===== src/zbuf_consts.svh =====
`ifndef ZBUF_CONSTS_SVH
`define ZBUF_CONSTS_SVH

// ========================================
// Depth stage sizes
// ========================================

`define ZB_ADDR_BITS 26
`define ZB_FIFO_LOG2 4 // 16 entries
`define ZB_DEPTH_OFFSET 4 // Depth word follows the color word

// Address, color, old depth, new depth, done
`define ZB_FRAG_BITS (`ZB_ADDR_BITS + 24 + 32 + 32 + 1)

`endif


===== src/zbuf_pkg.sv =====
package zbuf_pkg;

    // Color as stored in frame memory
    typedef struct packed {
        logic [7:0] pad;
        logic [7:0] red;
        logic [7:0] green;
        logic [7:0] blue;
    } pixel_color_t;

    // One memory word, either a color or a depth
    typedef union packed {
        pixel_color_t color;
        logic [31:0] depth;
    } mem_word_t;

endpackage


===== src/frag_if.sv =====
`timescale 1ns/1ns
`include "zbuf_consts.svh"

interface frag_if;
    logic push; // One entry per high cycle
    logic [`ZB_ADDR_BITS-1:0] addr;
    logic [23:0] color;
    logic [31:0] old_depth;
    logic [31:0] new_depth;
    logic done;

    modport source (
        output push, addr, color, old_depth, new_depth, done
    );

    modport sink (
        input push, addr, color, old_depth, new_depth, done
    );
endinterface


===== src/fifo.sv =====
`timescale 1ns/1ns
`include "zbuf_consts.svh"

module fifo #(
    parameter int dbits = `ZB_FRAG_BITS,
    parameter int log2_size = `ZB_FIFO_LOG2
) (
    input logic clock,
    input logic reset,
    frag_if.sink in_port,
    input logic pop,
    output logic [dbits-1:0] dout,
    output logic empty,
    output logic half_full,
    output logic almost_full
);

    localparam logic [log2_size:0] half_level = 1'b1 << (log2_size - 1);
    localparam logic [log2_size:0] last_free = {1'b0, {log2_size{1'b1}}};

    logic [dbits-1:0] mem [2**log2_size];
    logic [dbits-1:0] din;
    logic [log2_size-1:0] wr_ptr;
    logic [log2_size-1:0] rd_ptr;
    logic [log2_size:0] count;
    logic wr_en;
    logic rd_en;

    assign din = {in_port.done, in_port.new_depth, in_port.old_depth,
                  in_port.color, in_port.addr};

    assign wr_en = in_port.push && !count[log2_size]; // Drop nothing unless full
    assign rd_en = pop && !empty;

    assign empty = (count == '0);
    assign half_full = (count >= half_level);
    assign almost_full = (count >= last_free);
    assign dout = mem[rd_ptr]; // Head entry

    always_ff @(posedge clock) begin
        if (wr_en) begin
            mem[wr_ptr] <= din;
        end
    end

    always_ff @(posedge clock or negedge reset) begin
        if (!reset) begin
            wr_ptr <= '0;
            rd_ptr <= '0;
            count <= '0;
        end else begin
            if (wr_en) wr_ptr <= wr_ptr + 1'b1;
            if (rd_en) rd_ptr <= rd_ptr + 1'b1;
            case ({wr_en, rd_en})
                2'b10: count <= count + 1'b1;
                2'b01: count <= count - 1'b1;
                default: count <= count;
            endcase
        end
    end

endmodule


===== src/depth_fetch.sv =====
`timescale 1ns/1ns
`include "zbuf_consts.svh"

module depth_fetch (
    input logic clock,
    input logic reset,
    input logic frag_valid,
    input logic [`ZB_ADDR_BITS-1:0] frag_addr,
    input logic [23:0] frag_color,
    input logic [31:0] frag_depth,
    input logic frag_done,
    input logic [31:0] rd_readdata,
    input logic rd_readdatavalid,
    input logic rd_waitrequest,
    input logic fifo_almost_full,
    input logic fifo_half_full,
    output logic [`ZB_ADDR_BITS-1:0] rd_address,
    output logic rd_read,
    output logic stall,
    frag_if.source out_port
);

    typedef enum logic [1:0] {s_idle, s_read, s_wait} state_t;
    state_t state;

    logic [`ZB_ADDR_BITS-1:0] addr_q;
    logic [23:0] color_q;
    logic [31:0] new_depth_q;
    logic [31:0] old_depth_q;
    logic done_q;
    logic data_held; // Old depth waiting for FIFO room
    logic push_q;

    assign stall = (state != s_idle) || fifo_half_full;
    assign rd_address = addr_q + `ZB_ADDR_BITS'(`ZB_DEPTH_OFFSET);

    assign out_port.push = push_q;
    assign out_port.addr = addr_q;
    assign out_port.color = color_q;
    assign out_port.old_depth = old_depth_q;
    assign out_port.new_depth = new_depth_q;
    assign out_port.done = done_q;

    // Fragment payload
    always_ff @(posedge clock) begin
        if (state == s_idle && frag_valid && !stall) begin
            addr_q <= frag_addr;
            color_q <= frag_color;
            new_depth_q <= frag_depth;
            done_q <= frag_done;
        end
        if (state == s_wait && rd_readdatavalid) begin
            old_depth_q <= rd_readdata;
        end
    end

    always_ff @(posedge clock or negedge reset) begin
        if (!reset) begin
            state <= s_idle;
            rd_read <= 1'b0;
            push_q <= 1'b0;
            data_held <= 1'b0;
        end else begin
            push_q <= 1'b0;
            case (state)
                s_idle: begin
                    if (frag_valid && !stall) begin
                        rd_read <= 1'b1; // Read goes out next cycle
                        state <= s_read;
                    end
                end
                s_read: begin
                    if (!rd_waitrequest) begin
                        rd_read <= 1'b0;
                        state <= s_wait;
                    end
                end
                s_wait: begin
                    if (rd_readdatavalid && !fifo_almost_full) begin
                        push_q <= 1'b1;
                        state <= s_idle;
                    end else if (rd_readdatavalid) begin
                        data_held <= 1'b1;
                    end else if (data_held && !fifo_almost_full) begin
                        data_held <= 1'b0;
                        push_q <= 1'b1;
                        state <= s_idle;
                    end
                end
                default: state <= s_idle;
            endcase
        end
    end

endmodule


===== src/ztest.sv =====
`timescale 1ns/1ns
`include "zbuf_consts.svh"

module ztest (
    input logic clock,
    input logic reset,
    input logic [`ZB_FRAG_BITS-1:0] head,
    input logic empty,
    input logic wr_waitrequest,
    output logic pop,
    output logic [`ZB_ADDR_BITS-1:0] wr_address,
    output logic wr_write,
    output zbuf_pkg::mem_word_t wr_writedata,
    output logic [3:0] wr_byteenable,
    output logic done
);

    import zbuf_pkg::*;

    localparam int aw = `ZB_ADDR_BITS;

    typedef enum logic [1:0] {s_idle, s_write_color, s_write_depth, s_pop} state_t;
    state_t state;

    // ========================================
    // Head entry fields
    // ========================================

    logic [aw-1:0] head_addr;
    logic [23:0] head_color;
    logic [31:0] head_old_depth;
    logic [31:0] head_new_depth;
    logic head_done;
    logic nearer;

    assign head_addr = head[aw-1:0];
    assign head_color = head[aw+23:aw];
    assign head_old_depth = head[aw+55:aw+24];
    assign head_new_depth = head[aw+87:aw+56];
    assign head_done = head[aw+88];

    assign nearer = head_new_depth < head_old_depth; // Equal depth fails

    assign wr_byteenable = 4'hf;

    logic [31:0] new_depth_q;
    logic done_q;

    // ========================================
    // Write sequencer
    // ========================================

    always_ff @(posedge clock) begin
        if (state == s_idle && !empty) begin
            new_depth_q <= head_new_depth;
            done_q <= head_done;
            wr_address <= head_addr;
            wr_writedata.color <= pixel_color_t'({8'h00, head_color});
        end else if (state == s_write_color && !wr_waitrequest) begin
            wr_address <= wr_address + aw'(`ZB_DEPTH_OFFSET);
            wr_writedata.depth <= new_depth_q;
        end
    end

    always_ff @(posedge clock or negedge reset) begin
        if (!reset) begin
            state <= s_idle;
            pop <= 1'b0;
            wr_write <= 1'b0;
            done <= 1'b0;
        end else begin
            pop <= 1'b0;
            done <= 1'b0;
            case (state)
                s_idle: begin
                    if (!empty) begin
                        pop <= 1'b1;
                        if (nearer) begin
                            wr_write <= 1'b1;
                            state <= s_write_color;
                        end else begin
                            state <= s_pop;
                        end
                    end
                end
                s_write_color: begin
                    if (!wr_waitrequest) begin
                        state <= s_write_depth; // wr_write stays high
                    end
                end
                s_write_depth: begin
                    if (!wr_waitrequest) begin
                        wr_write <= 1'b0;
                        done <= done_q;
                        state <= s_idle;
                    end
                end
                s_pop: begin
                    done <= done_q; // Failed fragment writes nothing
                    state <= s_idle;
                end
                default: state <= s_idle;
            endcase
        end
    end

endmodule


===== src/bus_arbiter.sv =====
`timescale 1ns/1ns
`include "zbuf_consts.svh"

module bus_arbiter (
    input logic clock,
    input logic reset,
    input logic [`ZB_ADDR_BITS-1:0] rd_address,
    input logic rd_read,
    input logic [`ZB_ADDR_BITS-1:0] wr_address,
    input logic wr_write,
    input logic [31:0] wr_writedata,
    input logic [3:0] wr_byteenable,
    input logic [31:0] mem_readdata,
    input logic mem_readdatavalid,
    input logic mem_waitrequest,
    output logic [`ZB_ADDR_BITS-1:0] mem_address,
    output logic mem_read,
    output logic mem_write,
    output logic [3:0] mem_byteenable,
    output logic [31:0] mem_writedata,
    output logic rd_waitrequest,
    output logic [31:0] rd_readdata,
    output logic rd_readdatavalid,
    output logic wr_waitrequest
);

    typedef enum logic [1:0] {own_none, own_rd, own_wr} owner_t;
    owner_t owner;
    owner_t grant;

    // Held owner first, then write over read
    always_comb begin
        if (owner != own_none) grant = owner;
        else if (wr_write) grant = own_wr;
        else if (rd_read) grant = own_rd;
        else grant = own_none;
    end

    always_ff @(posedge clock or negedge reset) begin
        if (!reset) begin
            owner <= own_none;
        end else if (grant != own_none && mem_waitrequest) begin
            owner <= grant;
        end else begin
            owner <= own_none; // Request completed or none pending
        end
    end

    assign mem_read = (grant == own_rd);
    assign mem_write = (grant == own_wr);
    assign mem_address = (grant == own_wr) ? wr_address : rd_address;
    assign mem_byteenable = (grant == own_wr) ? wr_byteenable : 4'hf;
    assign mem_writedata = wr_writedata;

    assign rd_waitrequest = (grant != own_rd) || mem_waitrequest;
    assign wr_waitrequest = (grant != own_wr) || mem_waitrequest;

    // Only reads return data
    assign rd_readdata = mem_readdata;
    assign rd_readdatavalid = mem_readdatavalid;

endmodule


===== src/zbuf_top.sv =====
`timescale 1ns/1ns
`include "zbuf_consts.svh"

module zbuf_top (
    input logic clock,
    input logic reset,
    input logic frag_valid,
    input logic [`ZB_ADDR_BITS-1:0] frag_addr,
    input logic [23:0] frag_color,
    input logic [31:0] frag_depth,
    input logic frag_done,
    output logic stall,
    output logic done,
    output logic [`ZB_ADDR_BITS-1:0] mem_address,
    output logic mem_read,
    output logic mem_write,
    output logic [3:0] mem_byteenable,
    output logic [31:0] mem_writedata,
    input logic [31:0] mem_readdata,
    input logic mem_readdatavalid,
    input logic mem_waitrequest
);

    logic [`ZB_ADDR_BITS-1:0] rd_address;
    logic rd_read;
    logic [31:0] rd_readdata;
    logic rd_readdatavalid;
    logic rd_waitrequest;
    logic [`ZB_ADDR_BITS-1:0] wr_address;
    logic wr_write;
    logic [31:0] wr_writedata;
    logic [3:0] wr_byteenable;
    logic wr_waitrequest;
    logic [`ZB_FRAG_BITS-1:0] head;
    logic fifo_empty;
    logic fifo_half_full;
    logic fifo_almost_full;
    logic pop;

    frag_if frag_bus ();

    depth_fetch u_fetch (
        .clock(clock),
        .reset(reset),
        .frag_valid(frag_valid),
        .frag_addr(frag_addr),
        .frag_color(frag_color),
        .frag_depth(frag_depth),
        .frag_done(frag_done),
        .rd_readdata(rd_readdata),
        .rd_readdatavalid(rd_readdatavalid),
        .rd_waitrequest(rd_waitrequest),
        .fifo_almost_full(fifo_almost_full),
        .fifo_half_full(fifo_half_full),
        .rd_address(rd_address),
        .rd_read(rd_read),
        .stall(stall),
        .out_port(frag_bus.source)
    );

    fifo #(
        .dbits(`ZB_FRAG_BITS),
        .log2_size(`ZB_FIFO_LOG2)
    ) u_fifo (
        .clock(clock),
        .reset(reset),
        .in_port(frag_bus.sink),
        .pop(pop),
        .dout(head),
        .empty(fifo_empty),
        .half_full(fifo_half_full),
        .almost_full(fifo_almost_full)
    );

    ztest u_ztest (
        .clock(clock),
        .reset(reset),
        .head(head),
        .empty(fifo_empty),
        .wr_waitrequest(wr_waitrequest),
        .pop(pop),
        .wr_address(wr_address),
        .wr_write(wr_write),
        .wr_writedata(wr_writedata),
        .wr_byteenable(wr_byteenable),
        .done(done)
    );

    bus_arbiter u_arbiter (
        .clock(clock),
        .reset(reset),
        .rd_address(rd_address),
        .rd_read(rd_read),
        .wr_address(wr_address),
        .wr_write(wr_write),
        .wr_writedata(wr_writedata),
        .wr_byteenable(wr_byteenable),
        .mem_readdata(mem_readdata),
        .mem_readdatavalid(mem_readdatavalid),
        .mem_waitrequest(mem_waitrequest),
        .mem_address(mem_address),
        .mem_read(mem_read),
        .mem_write(mem_write),
        .mem_byteenable(mem_byteenable),
        .mem_writedata(mem_writedata),
        .rd_waitrequest(rd_waitrequest),
        .rd_readdata(rd_readdata),
        .rd_readdatavalid(rd_readdatavalid),
        .wr_waitrequest(wr_waitrequest)
    );

endmodule


===== config.mk =====
export PLATFORM = sky130hd
export DESIGN_NAME = zbuf_top
export DESIGN_NICKNAME = d
export VERILOG_FILES = /design/src/zbuf_pkg.sv /design/src/frag_if.sv /design/src/fifo.sv /design/src/depth_fetch.sv /design/src/ztest.sv /design/src/bus_arbiter.sv /design/src/zbuf_top.sv
export VERILOG_INCLUDE_DIRS = /design/src
export SDC_FILE = /design/constraint.sdc
export NUM_CORES = 2
export LEC_CHECK = 0
export BUFFER_PORTS_ARGS = -buffer_cell sky130_fd_sc_hd__buf_2
export CAP_MARGIN = 15
export CORE_ASPECT_RATIO = 0.7
export CORE_UTILIZATION = 45
export DETAILED_ROUTE_END_ITERATION = 7
export GPL_TIMING_DRIVEN = 0
export SLEW_MARGIN = 15
export SYNTH_ARGS = -nofsm -noshare
export SYNTH_HDL_FRONTEND = slang
export SYNTH_SLANG_ARGS = --single-unit

===== constraint.sdc =====
create_clock -name clock -period 4.2 [get_ports clock]
set_input_delay 0.21 -clock clock [delete_from_list [all_inputs] [get_ports clock]]
set_output_delay 0.21 -clock clock [all_outputs]
set_load 0.05 [all_outputs]

======== Word-level counts from Yosys, hierarchy flattened ========
Memories as Yosys holds them, arrays and structs flattened.
Cells that the tools add are included.
word-level totals
  register bits after elaboration ......... 231
  output and inout port bits .............. 66
  RAM bits ................................ 1840
  memories ................................ 1
  input port bits ......................... 120
  word-level logic and storage cells ...... 127
operators by class
  equality and inequality tests ........... 19
  mux-type cells .......................... 40
  bitwise gates (word level) .............. 1
  reductions and logical operators ........ 35
  $add $sub $neg .......................... 6
  $lt $le $gt $ge ......................... 3
memories
  memory      depth  bits a word  read ports  clocked after Yosys merged registers in  write ports  RTL line    text
  u_fifo.mem  16     115          1           0                                        1            fifo.sv:21  logic [dbits-1:0] mem [2**log2_size];
operators by type and width
  kind                     count
  $mux W26                 3
  $add A26 B3 Y26 const B  2
  $mux W24                 2
  $lt A32 B32 Y1           1
  $mux W2                  12
  $mux W1                  17
  $reduce_bool A2 Y1       8
  $ne A2 B2 Y1 const B     6
  $logic_and A1 B1 Y1      11
  $eq A2 B2 Y1 const B     5
  $ge A5 B4 Y1 const B     2
  $pmux W5 S2              1
  $reduce_and A3 Y1        3
  $add A4 B1 Y4 const B    2
  $eq A2 B1 Y1 const B     4
  $pmux W2 S4              1
  $reduce_and A4 Y1        2
  $ne A3 B3 Y1 const B     2
  $pmux W1 S2              3
  $pmux W2 S3              1
  $add A5 B1 Y5 const B    1
  $logic_not A1 Y1         5
  $logic_not A5 Y1         1
  $sub A5 B1 Y5 const B    1
  4 further kinds          8

======== Logic depth before layout (Yosys ltp) ========
  depth after elaboration ................. 9
  gate-level depth with buffers ........... 14
  gate-level depth less buffers ........... 12

======== Modules after synthesis ========
From an unflattened synthesis, not the netlist that was laid out.
second synthesis, totals
  cells, all modules ...................... 4088
  area, all modules ....................... 81082.8 µm²
by module, submodules not included
  module       cells an instance  area an instance (µm²)  instances  seq. area each (µm²)
  fifo         3387               71053.1                 1          55578.3
  ztest        381                4777.1                  1          2777.7
  depth_fetch  209                4191.5                  1          3578.4
  bus_arbiter  111                1061.0                  1          50.0

======== Least setup slack after synthesis ========
Ideal clock, no wire load.
  path type ............................... flip-flop to flip-flop
  start point ............................. reg u_fifo.count[4]
  end point ............................... mem u_fifo.mem[10][0] in the netlist's numbering (enable)
  stages on the path, launching flop included .. 6
  clock period less this slack ............ 4.308 ns
  setup slack ............................. -0.108 ns
  arrival ................................. 3.821 ns
  setup time .............................. 0.487 ns
  required time ........................... 3.713 ns
  buffers on the path ..................... 1
  cell sequence ........................... dfrtp_1 -> nor2b_1 -> clkbuf_1 -> inv_1 -> nor3b_1 -> and2_1
between the ends
  word-level cells in the longest chain between the ends .. 4
RTL lines
  element                        RTL line    text
  start, declared                fifo.sv:25  logic [log2_size:0] count;
  start signal, assigned         fifo.sv:55  2'b10: count <= count + 1'b1;
  start signal, assigned         fifo.sv:56  2'b01: count <= count - 1'b1;
  start signal, assigned         fifo.sv:57  default: count <= count;
  $logic_not A1 Y1               fifo.sv:32  assign wr_en = in_port.push && !count[log2_size];
  $logic_and A1 B1 Y1            fifo.sv:32
  $mux W1                        fifo.sv:41  if (wr_en) begin
  $mux W1 (implied by the code)  fifo.sv:42  mem[wr_ptr] <= din;
  end, declared                  fifo.sv:21
Every way passes these cells.

======== Worst setup path in the final report ========
  start point ............................. reg u_fifo.rd_ptr[3]
  end point ............................... reg u_ztest.wr_write
between the ends
  word-level cells in the longest chain between the ends .. 4
RTL lines
  element                      RTL line        text
  start, declared              fifo.sv:24      logic [log2_size-1:0] rd_ptr;
  start signal, assigned       fifo.sv:53      if (rd_en) rd_ptr <= rd_ptr + 1'b1;
  $mem_v2 Z16 W115             -
  net head[112]                zbuf_top.sv:34  logic [`ZB_FRAG_BITS-1:0] head;
  $lt A32 B32 Y1               ztest.sv:42     assign nearer = head_new_depth < head_old_depth;
  $ne A2 B1 Y1 (no line)       -
  $reduce_and A4 Y1 (no line)  -
  end signal, assigned         ztest.sv:69     wr_write <= 1'b0;
  end signal, assigned         ztest.sv:79     wr_write <= 1'b1;
  end signal, assigned         ztest.sv:93     wr_write <= 1'b0;
  end, declared                ztest.sv:12     output logic wr_write,
The timed path passes the listed nets, and every way through them passes these cells.
A chain may end at the register's enable or synchronous reset.

==> flow_metrics.tcl <==
set metrics [dict create \
    outcome "complete, no violations" \
    grt_max_degree 43 \
    synth_edf_count 2038 \
    clk_path_buf_depth 3 \
    place_area_um2 84360 \
    cts_tree "built" \
    dr.pass1.iters 5 \
    worst-path-max-fanout 12 \
    vdd_drop_max_mv 0.4259 \
    critPathKind "flop to flop" \
    syn_to_final_growth_pct 16.54 \
    detailed_place_hpwl_um 121000 \
    start_util_pct 45.35 \
    ys.flop_type "edfxtp_1" \
    seq_area_frac_synth_pct 78.51 \
    clock_sinks 2071 \
    port_buffers 181 \
    antenna_found_initial 8 \
    seq_power_share_pct 57.3 \
    drive_gt1_share_pct 30.30 \
    vias 37640 \
    intPower_mw 33.79 \
    pin_count 186 \
    finClkSkew_ps 22.49 \
    cp.arrival_ps 4830 \
    grt_usage_pct 22.88 \
    synthDistinctLibCells 51 \
    swShare_pct 22.33 \
    p_sw_mw 9.718 \
    finalPower_mw 43.51 \
    max_freq_mhz 243.4 \
    dr.first_iter.drc_count 4673 \
    syn_area_um2 78950 \
    cp-end-kind "flop" \
    postSynthAreaPerCell_um2 23.55 \
    num_rows 128 \
    hold_path_class "primary input to flop" \
    hold_ws_ps 74.39 \
    grt_pass1_wl_um 283100 \
    async_reset_ff_share_pct 1.207 \
    die_y_um 352.4 \
    root_buffer "clkbuf_16" \
    wl_um 200400 \
    ys_ff_latch 2071 \
    worstMarginPinSlew_ps 1104 \
    layout.nets 4083 \
    wl_per_cell_um 31.18 \
    drcViolationCount 0 \
    worstSkewPairLatency_ps 850 \
    avgViaCountPerCell 5.856 \
    reg2regPathDepth 9 \
    drv_slew 0 \
    timing.final.ws_setup_ps 91.74 \
    period_share_pct 97.82 \
    relSlewSlack_pct 26.37 \
    dieArea_um2 177100 \
    max-cap-violations 0 \
    synth_top_area_share_pct 77.52 \
    chipWidth_um 502.6 \
    htreeDepth 4 \
    pwr-share-clk_pct 38.7 \
    combPwrFrac_pct 4.0 \
    required_ps 4930 \
    cp-start-kind "flop" \
    first_global_vias 37560 \
    worst_hold_path.num_cells 2 \
    grt_overflow_total 0 \
    cts.clk_slew.worst_paths_ps 70 \
    p_per_area_nw_per_um2 472.9 \
    fin_area_um2 92010 \
    p_leak_nw 28.72 \
    gp_congestion 0.7758 \
    synth.largest_area_cell "edfxtp_1" \
    hold_violations 0 \
    synth_warnings 0 \
    cts_buffers 188 \
    ys_top_cells_by_area "edfxtp_1, mux4_2, dfrtp_1" \
    syn_inst 3352 \
    rsz0062_at_grt "no" \
    setup_viol 0 \
    period_minus_slack_ps 4108 \
    dp_slack_ps -1161 \
    coreArea_um2 174100 \
    ant_nets 0 \
]
## cells in the mapped netlist, types with 3 or more instances
cell type and count:
buf_6 15, o21bai_1 3, buf_2 39, ha_1 42, nand2b_1 3, nand3_1 28
mux2i_1 9, clkbuf_1 70, dfxtp_1 8, a211oi_1 4, o211ai_1 3, xnor2_1 24
nor2_1 29, buf_1 20, xor2_1 31, dfrtp_1 25, o21a_1 3, a21oi_1 21
mux4_2 572, nand4_1 12, nor2b_1 7, buf_4 12, nor3_1 9, and2_1 23
a21o_1 4, inv_1 48, and4_1 10, a22oi_1 3, o21ai_0 53, edfxtp_1 2038
nand2_1 150, and3_1 11
## per-layer routing
layer / vias to the layer above / track usage [%] / wire length, um
met1: 20480 / 34.40 / 87170
met4: 0 / 5.200 / 3542
met2: 1599 / 34.96 / 93990
met3: 225 / 4.198 / 15660
met5: - / 0 / 0
li1: 15330 / - / -
## cells by family after synthesis
| family | after synthesis | synth area share, % |
|---|---|---|
| AOI/OAI and AO/OA | 102 | 0.7496 |
| xor gates and xnor gates | 55 | 0.6102 |
| adders and majority gates | 43 | 0.6910 |
| buffers and inverters | 205 | 1.236 |
| DFF | 2071 | 78.51 |
| muxes | 583 | 16.46 |
| other | 1 | 0.004750 |
| and+or+nand+nor | 292 | 1.734 |
## worst paths after layout
kind | start | to | slack (ps)
hold reg to reg | u_ztest.wr_writedata[28] | u_ztest.wr_writedata[28] | 490
min in group asynchronous | reset | u_fifo.wr_ptr[3] | 510
setup reg to reg | u_fifo.rd_ptr[3] | u_ztest.wr_write | 90
max in group asynchronous | reset | u_fifo.rd_ptr[3] | 3520
setup / recovery | u_fifo.rd_ptr[3] | u_ztest.wr_write | 90
hold / removal | frag_depth[25] | u_fetch.out_port.new_depth[25] | 70
## power groups by stage
stage | Clock, mW | Combinational, mW | Sequential [mW]
global placement | 0 | 1.47 | 25.4
CTS | 17.1 | 1.73 | 25.0
detailed placement | 0 | 1.63 | 25.4
finish | 16.8 | 1.76 | 24.9
floorplan | 0 | 0.876 | 25.0
global route | 17.8 | 1.87 | 25.1
## cells in the final DEF (no fill, tap or decap), types with 33 or more instances in the layout
cell type / count
dlygate4sd3_1: 120
nand2_1: 150
inv_1: 48
clkbuf_1: 78
buf_16: 39
ha_1: 42
clkinv_2: 33
edfxtp_1: 2038
buf_2: 214
o21ai_0: 52
clkbuf_16: 191
mux4_2: 572
clkinv_1: 40
## layout make-up
| class | count | area [um^2] |
|---|---|---|
| fill | 13390 | 82080 |
| sequential | 2071 | 61990 |
| multi-input combinational | 1079 | 16060 |
| clock buffer | 243 | 5055 |
| timing repair buffer | 377 | 3741 |
| tap | 2340 | 2928 |
| buffer | 154 | 1110 |
| clock inverter | 110 | 930.9 |
| inverter | 49 | 183.9 |
| antenna | 4 | 10.01 |
## per-stage QoR
stage | util [%] | cells | TNS, ps
3_5_place_dp | 48.46 | 5937 | -2154
5_1_grt | 52.85 | 6424 | 0
4_1_cts | 52.72 | 6412 | -0.9734
3_3_place_gp | 47.56 | 5876 | -4814590
6_report | 52.85 | 6427 | 0
2_1_floorplan | - | 3355 | 0
## worst max-delay path, cell delays in order, from the launching register on
cell and delay (ps):
dfrtp_2 650, buf_2 600, clkbuf_2 560, mux4_2 500
ha_1 350, and4_4 310, and3_2 320, o311a_1 250
o2111ai_1 170, a32o_1 250
## what timing repair did
| item | in CTS | in global routing |
|---|---|---|
| buffers inserted | 2 | 11 |
| hold buffers | 121 | 0 |
| cloned | 0 | 1 |
| gates resized for setup | 86 | 54 |
| endpoints found under the setup margin | 2 | 4 |
| hold endpoints to repair | 178 | 0 |
| pin swaps | 0 | 0 |
## flip-flops by register name, indices dropped and copies added, names as in the netlist, 2 cells and up
register	count
u_fifo.mem	1840
u_fetch.out_port.new_depth	32
u_fetch.out_port.old_depth	32
u_ztest.new_depth_q	32
u_ztest.wr_writedata	32
u_fetch.out_port.addr	26
u_ztest.wr_address	26
u_fetch.out_port.color	24
u_fifo.count	5
u_fifo.rd_ptr	4
u_fifo.wr_ptr	4
u_arbiter.owner	2
u_fetch.state	2
u_ztest.state	2
Power figures use the tool's default switching activity.
